==> config.mk <==
export PLATFORM = sky130hd
export DESIGN_NAME = aib_cal_top
export DESIGN_NICKNAME = d
export VERILOG_FILES = /design/src/hw/aib_cal_pkg.sv /design/src/hw/aib_bitsync.sv /design/src/hw/aib_cal_seq.sv /design/src/hw/aib_cal_top.sv /design/src/hw/aib_dcc.sv /design/src/hw/aib_dll.sv
export SDC_FILE = /design/constraint.sdc
export NUM_CORES = 1
export LEC_CHECK = 0
export ABC_AREA = 1
export BUFFER_PORTS_ARGS = -buffer_cell sky130_fd_sc_hd__buf_4
export CAP_MARGIN = 10
export CORE_MARGIN = 2
export CORE_UTILIZATION = 45
export CTS_BUF_LIST = sky130_fd_sc_hd__clkbuf_16
export CTS_CLUSTER_DIAMETER = 50
export DETAILED_ROUTE_END_ITERATION = 10
export PLACE_DENSITY = 0.66
export SKIP_LAST_GASP = 1
export SLEW_MARGIN = 20
export SYNTH_ARGS = -nofsm -noshare
export SYNTH_HDL_FRONTEND = slang
export SYNTH_SLANG_ARGS = --single-unit
==> constraint.sdc <==
create_clock -name clk_in -period 1.1 [get_ports clk_in]
set_input_delay 0.11 -clock clk_in [delete_from_list [all_inputs] [get_ports clk_in]]
set_output_delay 0.11 -clock clk_in [all_outputs]
set_load 0.01 [all_outputs]
==> src/hw/aib_cal_pkg.sv <==
package aib_cal_pkg;

   // ====================
   // Parameter defaults
   // ====================

   // Flops in each request synchronizer
   parameter int sync_stages_default = 2;

   // DLL lock time in clk_in cycles
   parameter int lock_cycles_default = 16;

   // ====================
   // Sequencer states
   // ====================

   typedef enum logic [1:0]
   {
      st_idle = 2'b00, // Waiting for cal_en
      st_dcc  = 2'b01, // DCC lock request up
      st_dll  = 2'b10, // DLL lock request up
      st_done = 2'b11  // Channel calibrated
   } cal_state_t;

endpackage

==> src/hw/aib_bitsync.sv <==
module aib_bitsync
   import aib_cal_pkg::*;
#(
   parameter int SYNC_STAGES = sync_stages_default
)
(
   input  logic clk_in,
   input  logic reset_n_sync,
   input  logic data_in,       // Asynchronous level
   output logic data_out       // Level in clk_in domain
);

   logic [SYNC_STAGES-1:0] sync_q; // Bit 0 samples data_in

   always_ff @(posedge clk_in or negedge reset_n_sync)
   begin
      if (!reset_n_sync)
      begin
         sync_q <= '0;
      end
      else
      begin
         sync_q <= {sync_q[SYNC_STAGES-2:0], data_in};
      end
   end

   assign data_out = sync_q[SYNC_STAGES-1];

   // Fewer than two stages gives no metastability settling time
   a_min_stages : assert property (@(posedge clk_in) disable iff (!reset_n_sync)
      SYNC_STAGES >= 2)
      else $error("aib_bitsync needs at least 2 stages, got %0d", SYNC_STAGES);

endmodule

==> src/hw/aib_cal_seq.sv <==
module aib_cal_seq
   import aib_cal_pkg::*;
(
   input  logic clk_in,
   input  logic reset_n_sync,
   input  logic cal_en,            // Channel calibration enable
   input  logic ms_dcc_cal_done,
   input  logic sl_dcc_cal_done,
   input  logic dll_lock,
   output logic dcc_lock_req,
   output logic dll_lock_req,
   output logic cal_done
);

   cal_state_t state;
   cal_state_t state_nxt;
   logic       dcc_done_any;

   // Role is resolved in the DCC, so either done will do
   assign dcc_done_any = ms_dcc_cal_done || sl_dcc_cal_done;

   // ====================
   // Next state
   // ====================

   always_comb
   begin
      state_nxt = state;
      if (!cal_en)
      begin
         state_nxt = st_idle; // Withdrawal from any state
      end
      else
      begin
         case (state)
            st_idle:
            begin
               state_nxt = st_dcc;
            end
            st_dcc:
            begin
               if (dcc_done_any)
               begin
                  state_nxt = st_dll;
               end
            end
            st_dll:
            begin
               if (dll_lock)
               begin
                  state_nxt = st_done;
               end
            end
            st_done:
            begin
               state_nxt = st_done;
            end
            default:
            begin
               state_nxt = st_idle;
            end
         endcase
      end
   end

   // ====================
   // State and outputs
   // ====================

   // Outputs decoded from next state so they change with the state
   always_ff @(posedge clk_in or negedge reset_n_sync)
   begin
      if (!reset_n_sync)
      begin
         state        <= st_idle;
         dcc_lock_req <= 1'b0;
         dll_lock_req <= 1'b0;
         cal_done     <= 1'b0;
      end
      else
      begin
         state        <= state_nxt;
         dcc_lock_req <= (state_nxt != st_idle);
         dll_lock_req <= (state_nxt == st_dll) || (state_nxt == st_done);
         cal_done     <= (state_nxt == st_done);
      end
   end

   // DLL lock drops a cycle after cal_done, never before
   a_done_lock : assert property (@(posedge clk_in) disable iff (!reset_n_sync)
      cal_done |-> dll_lock);

endmodule

==> src/hw/aib_cal_top.sv <==
module aib_cal_top
   import aib_cal_pkg::*;
#(
   parameter int SYNC_STAGES = sync_stages_default,
   parameter int LOCK_CYCLES = lock_cycles_default
)
(
   input  logic clk_in,
   input  logic reset_n_sync,     // Already synchronized to clk_in
   input  logic cal_en,
   input  logic ms_nsl,
   input  logic ms_dcc_cal_req,
   input  logic sl_dcc_cal_req,
   output logic cal_done,
   output logic ms_dcc_cal_done,
   output logic sl_dcc_cal_done,
   output logic dll_lock,
   output logic clk_dcc
);

   logic dcc_lock_req;
   logic dll_lock_req;

   aib_cal_seq i_cal_seq
   (
      .clk_in          (clk_in),
      .reset_n_sync    (reset_n_sync),
      .cal_en          (cal_en),
      .ms_dcc_cal_done (ms_dcc_cal_done),
      .sl_dcc_cal_done (sl_dcc_cal_done),
      .dll_lock        (dll_lock),
      .dcc_lock_req    (dcc_lock_req),
      .dll_lock_req    (dll_lock_req),
      .cal_done        (cal_done)
   );

   aib_dcc #(.SYNC_STAGES(SYNC_STAGES)) i_dcc
   (
      .clk_in          (clk_in),
      .reset_n_sync    (reset_n_sync),
      .ms_nsl          (ms_nsl),
      .dcc_lock_req    (dcc_lock_req),
      .ms_dcc_cal_req  (ms_dcc_cal_req),
      .sl_dcc_cal_req  (sl_dcc_cal_req),
      .ms_dcc_cal_done (ms_dcc_cal_done),
      .sl_dcc_cal_done (sl_dcc_cal_done),
      .clk_dcc         (clk_dcc)
   );

   // DLL runs on the DCC output clock
   aib_dll #(.LOCK_CYCLES(LOCK_CYCLES)) i_dll
   (
      .clk_dcc      (clk_dcc),
      .reset_n_sync (reset_n_sync),
      .dll_lock_req (dll_lock_req),
      .dll_lock     (dll_lock)
   );

endmodule

==> src/hw/aib_dcc.sv <==
module aib_dcc
   import aib_cal_pkg::*;
#(
   parameter int SYNC_STAGES = sync_stages_default
)
(
   input  logic clk_in,
   input  logic reset_n_sync,
   input  logic ms_nsl,           // High selects master role
   input  logic dcc_lock_req,     // Feeds both tx and rx lock requests
   input  logic ms_dcc_cal_req,   // From adapter, asynchronous
   input  logic sl_dcc_cal_req,   // From adapter, asynchronous
   output logic ms_dcc_cal_done,
   output logic sl_dcc_cal_done,
   output logic clk_dcc
);

   logic ms_dcc_cal_req_sync;
   logic sl_dcc_cal_req_sync;
   logic ms_done_nxt;
   logic sl_done_nxt;

   // No real correction, clock passes straight through
   assign clk_dcc = clk_in;

   aib_bitsync #(.SYNC_STAGES(SYNC_STAGES)) i_ms_req_sync
   (
      .clk_in       (clk_in),
      .reset_n_sync (reset_n_sync),
      .data_in      (ms_dcc_cal_req),
      .data_out     (ms_dcc_cal_req_sync)
   );

   aib_bitsync #(.SYNC_STAGES(SYNC_STAGES)) i_sl_req_sync
   (
      .clk_in       (clk_in),
      .reset_n_sync (reset_n_sync),
      .data_in      (sl_dcc_cal_req),
      .data_out     (sl_dcc_cal_req_sync)
   );

   // Lock request low wins, otherwise set on role match and hold
   assign ms_done_nxt = !dcc_lock_req ? 1'b0 :
                        (ms_nsl && ms_dcc_cal_req_sync) ? 1'b1 : ms_dcc_cal_done;
   assign sl_done_nxt = !dcc_lock_req ? 1'b0 :
                        (!ms_nsl && sl_dcc_cal_req_sync) ? 1'b1 : sl_dcc_cal_done;

   always_ff @(posedge clk_in or negedge reset_n_sync)
   begin
      if (!reset_n_sync)
      begin
         ms_dcc_cal_done <= 1'b0;
         sl_dcc_cal_done <= 1'b0;
      end
      else
      begin
         ms_dcc_cal_done <= ms_done_nxt;
         sl_dcc_cal_done <= sl_done_nxt;
      end
   end

   // Only one role can ever be calibrated
   a_one_role : assert property (@(posedge clk_in) disable iff (!reset_n_sync)
      !(ms_dcc_cal_done && sl_dcc_cal_done));

   // Done needs the sequencer request on the edge before
   a_done_req : assert property (@(posedge clk_in) disable iff (!reset_n_sync)
      (ms_dcc_cal_done || sl_dcc_cal_done) |-> $past(dcc_lock_req));

endmodule

==> src/hw/aib_dll.sv <==
module aib_dll
   import aib_cal_pkg::*;
#(
   parameter int LOCK_CYCLES = lock_cycles_default
)
(
   input  logic clk_dcc,
   input  logic reset_n_sync,
   input  logic dll_lock_req,
   output logic dll_lock
);

   // Counter saturates at LOCK_CYCLES
   localparam int CNT_W = $clog2(LOCK_CYCLES + 1);

   logic [CNT_W-1:0] lock_cnt;
   logic             cnt_full;

   assign cnt_full = (lock_cnt == CNT_W'(LOCK_CYCLES));

   // ====================
   // Lock counter
   // ====================

   always_ff @(posedge clk_dcc or negedge reset_n_sync)
   begin
      if (!reset_n_sync)
      begin
         lock_cnt <= '0;
         dll_lock <= 1'b0;
      end
      else if (!dll_lock_req)
      begin
         lock_cnt <= '0;   // Request withdrawn, start over
         dll_lock <= 1'b0;
      end
      else
      begin
         if (!cnt_full)
         begin
            lock_cnt <= lock_cnt + 1'b1;
         end
         dll_lock <= cnt_full; // Held while count stays saturated
      end
   end

   // Lock is only reported while the sequencer still asks for it
   a_lock_req : assert property (@(posedge clk_dcc) disable iff (!reset_n_sync)
      dll_lock |-> $past(dll_lock_req));

endmodule

==> flow_summary.json <==
{
  "drt_iter0_drc": 20,
  "power_w": 0.00210,
  "synth_top_area_share": 0.640,
  "fmax_mhz": 950,
  "die_w_um": 42.4,
  "endpoint_kind": "flop",
  "dpl.hpwl_um": 678,
  "reg2reg_to": "i_dll.lock_cnt[1]",
  "required_ps": 1340,
  "synth.area.top_cells": "dfrtp_1, inv_1, nand2_1, nor2_1, ha_1",
  "min_period_ps": 1050,
  "peakVddDrop_uv": 2330,
  "skew_ps": 1.29,
  "io_buffer_count": 10,
  "critical_path_class": "reg -> reg",
  "rrSetupSlack_ps": 50,
  "rows": 13,
  "grt_pass1_vias": 515,
  "use_met3": 0.0991,
  "syn-num-nets": 74,
  "start_util": 0.498,
  "use_met1": 0.161,
  "worst_pin_slew_ps": 285,
  "grt_first_pass_wirelength_um": 2210,
  "cts_tree": "built",
  "r2r-start": "i_dll.lock_cnt[1]",
  "p_int_w": 0.00170,
  "final_common_cell": "dfrtp_1",
  "grt_overflow_total": 0,
  "grt_antenna_before_repair": 0,
  "clk_pin_slew_ps": 50,
  "crit_slowest_cell": "dfrtp_1",
  "holdWs_ps": 6.82,
  "grtUsageTotal": 0.178,
  "status": "finished, final reports clean",
  "synth_ff_type": "dfrtp_1",
  "leakage_nw": 0.508,
  "nets": 98,
  "fin_crit_sh": 0.957,
  "comb_power_share": 0.052,
  "drc": 0,
  "drv_slew": 0,
  "drv_cap": 0,
  "slew_headroom": 0.808,
  "switching_power_w": 0.000396,
  "crit_path_max_fanout": 4,
  "synth_seq_cells": 17,
  "synth_warnings": 0,
  "clkPwrFrac": 0.624,
  "dieArea_sq_um": 1800,
  "num_vias": 532,
  "drtAntennaViolNets": 0,
  "layout_common_cells": "dfrtp_1, buf_4, inv_1",
  "min_path_cells": 3,
  "clk_latency_ps": 350,
  "io_pins": 11,
  "drt-wirelength-per-cell_um": 13.9,
  "syn_to_final_growth_pct": 50.7,
  "core_area_sq_um": 1330,
  "timing.critical_path.buf_inv": 2,
  "finalCoreUtilization": 0.750,
  "cp_slowest_stage_delay_ps": 410,
  "wirelength_um": 1440,
  "arrival_ps": 1300,
  "yosysSeqAreaShare": 0.640,
  "avgSynthCellArea_sq_um": 10.1,
  "die_h_um": 42.4,
  "hp-start": "ms_nsl",
  "finalWeightedCongestion": 0.723,
  "power_frac_seq": 0.323,
  "filler_cell_count": 92,
  "power_density_nw_per_um2": 2100,
  "swShare": 0.189,
  "critPathTopFamily": "flip-flops",
  "synth_edf_count": 0,
  "finalHoldViolations": 0,
  "crit_top_cell": "nand2_1",
  "ys_types": 15,
  "seq_area_sq_um": 425,
  "async_reset_ff_frac": 1.00,
  "gr-max-usage-layer": "met2",
  "cp-start-kind": "flop",
  "synth_top_cell_by_area": "dfrtp_1",
  "first_pass_iters": 4,
  "layout-drive-gt1-share": 0.303,
  "finalSetupViolCount": 0,
  "viasPerCell": 5.12,
  "diodes": 0,
  "use_met2": 0.289,
  "cp_cell_sequence": "inv_1, ha_1, nand2_1, inv_2, nand2_4, nand3_1, nand2_1",
  "grt_max_degree": 18,
  "reg2reg_depth": 7,
  "whs_endpoint": "i_dcc.ms_dcc_cal_done",
  "synth_area_sq_um": 664,
  "netlist_instances": 66,
  "hold_class": "in -> reg",
  "multi_input_area_sq_um": 216
}
metrics by stage:
stage / cell area (sq um) / TNS, ps / std cells / worst slack (ps)
floorplan: 664 / 0 / 66 / 104
finish: 1000 / 0 / 104 / 47.1
CTS: 948 / 0 / 101 / 19.1
global placement: 747 / 0 / 89 / 48.4
global route: 1000 / -19.3 / 104 / -12.2
detailed placement: 747 / 0 / 89 / 29.2
kinds of logic after synthesis:
logic type,synth area share
simple gates,0.192
xor+xnor,0.0132
compound gates,0.0377
fa+ha+maj,0.0377
buf+inv,0.0791
flops,0.640
worst max path at each step:
stage,slack (ps),cells after the start,to,startpoint
2_1_floorplan,100,7,i_dll.lock_cnt[0],i_dll.lock_cnt[0]
3_3_place_gp,50,7,i_dll.lock_cnt[0],i_dll.lock_cnt[0]
3_5_place_dp,30,7,i_dll.lock_cnt[1],i_dll.lock_cnt[0]
4_1_cts,20,7,i_dll.lock_cnt[0],i_dll.lock_cnt[1]
5_1_grt,-10,7,i_dll.lock_cnt[0],i_dll.lock_cnt[1]
6_report,50,7,i_dll.lock_cnt[1],i_dll.lock_cnt[1]
sequential cells by signal, summed over array words and instances (netlist names), 2 cells and up:
register	cells
i_dll.lock_cnt	5
i_cal_seq.state	2
i_dcc.i_ms_req_sync.sync_q	2
i_dcc.i_sl_req_sync.sync_q	2
area by class of cell:
type | instances | share of cell area
clock buffer | 7 | 0.157
inverter | 11 | 0.0413
timing repair buffer | 17 | 0.138
multi-input combinational | 36 | 0.216
sequential | 17 | 0.425
tap | 15 | 0.0188
clock inverter | 1 | 0.00375
power by group through the flow:
stage          combinational, W  clock (W)  sequential [W]
3_3_place_gp          0.0000785  0.0000749        0.000687
4_1_cts               0.0000992    0.00133        0.000676
6_report               0.000110    0.00131        0.000678
5_1_grt                0.000123    0.00138        0.000681
3_5_place_dp          0.0000791  0.0000749        0.000687
2_1_floorplan         0.0000362  0.0000749        0.000685
what timing repair did:
item                                   in CTS  in global routing
pin swaps                                   0                  1
endpoints found under the hold margin      20                  0
setup endpoints to repair                   3                  4
setup buffers                               1                  3
hold buffers                                4                  0
resized for setup                           0                  7
synthesized netlist by cell type, types with 2 or more instances:
master	count
a21oi_1	4
dfrtp_1	17
ha_1	2
inv_1	11
nand2_1	9
nand3_1	5
nand4_1	3
nor2_1	8
worst register-to-register path, stage by stage, from the launching register on:
cell	delay (ps)
dfrtp_1	410
inv_1	70
ha_1	130
nand2_1	60
inv_2	90
nand2_4	70
nand3_1	70
nand2_1	50
layer usage:
metal / part of all wire / routed length, um
met3: 0.062 / 89
met1: 0.40 / 577
met4: 0.017 / 24
met2: 0.52 / 749
met5: 0 / 0
Note: power is estimated with default switching activity, not from simulation.
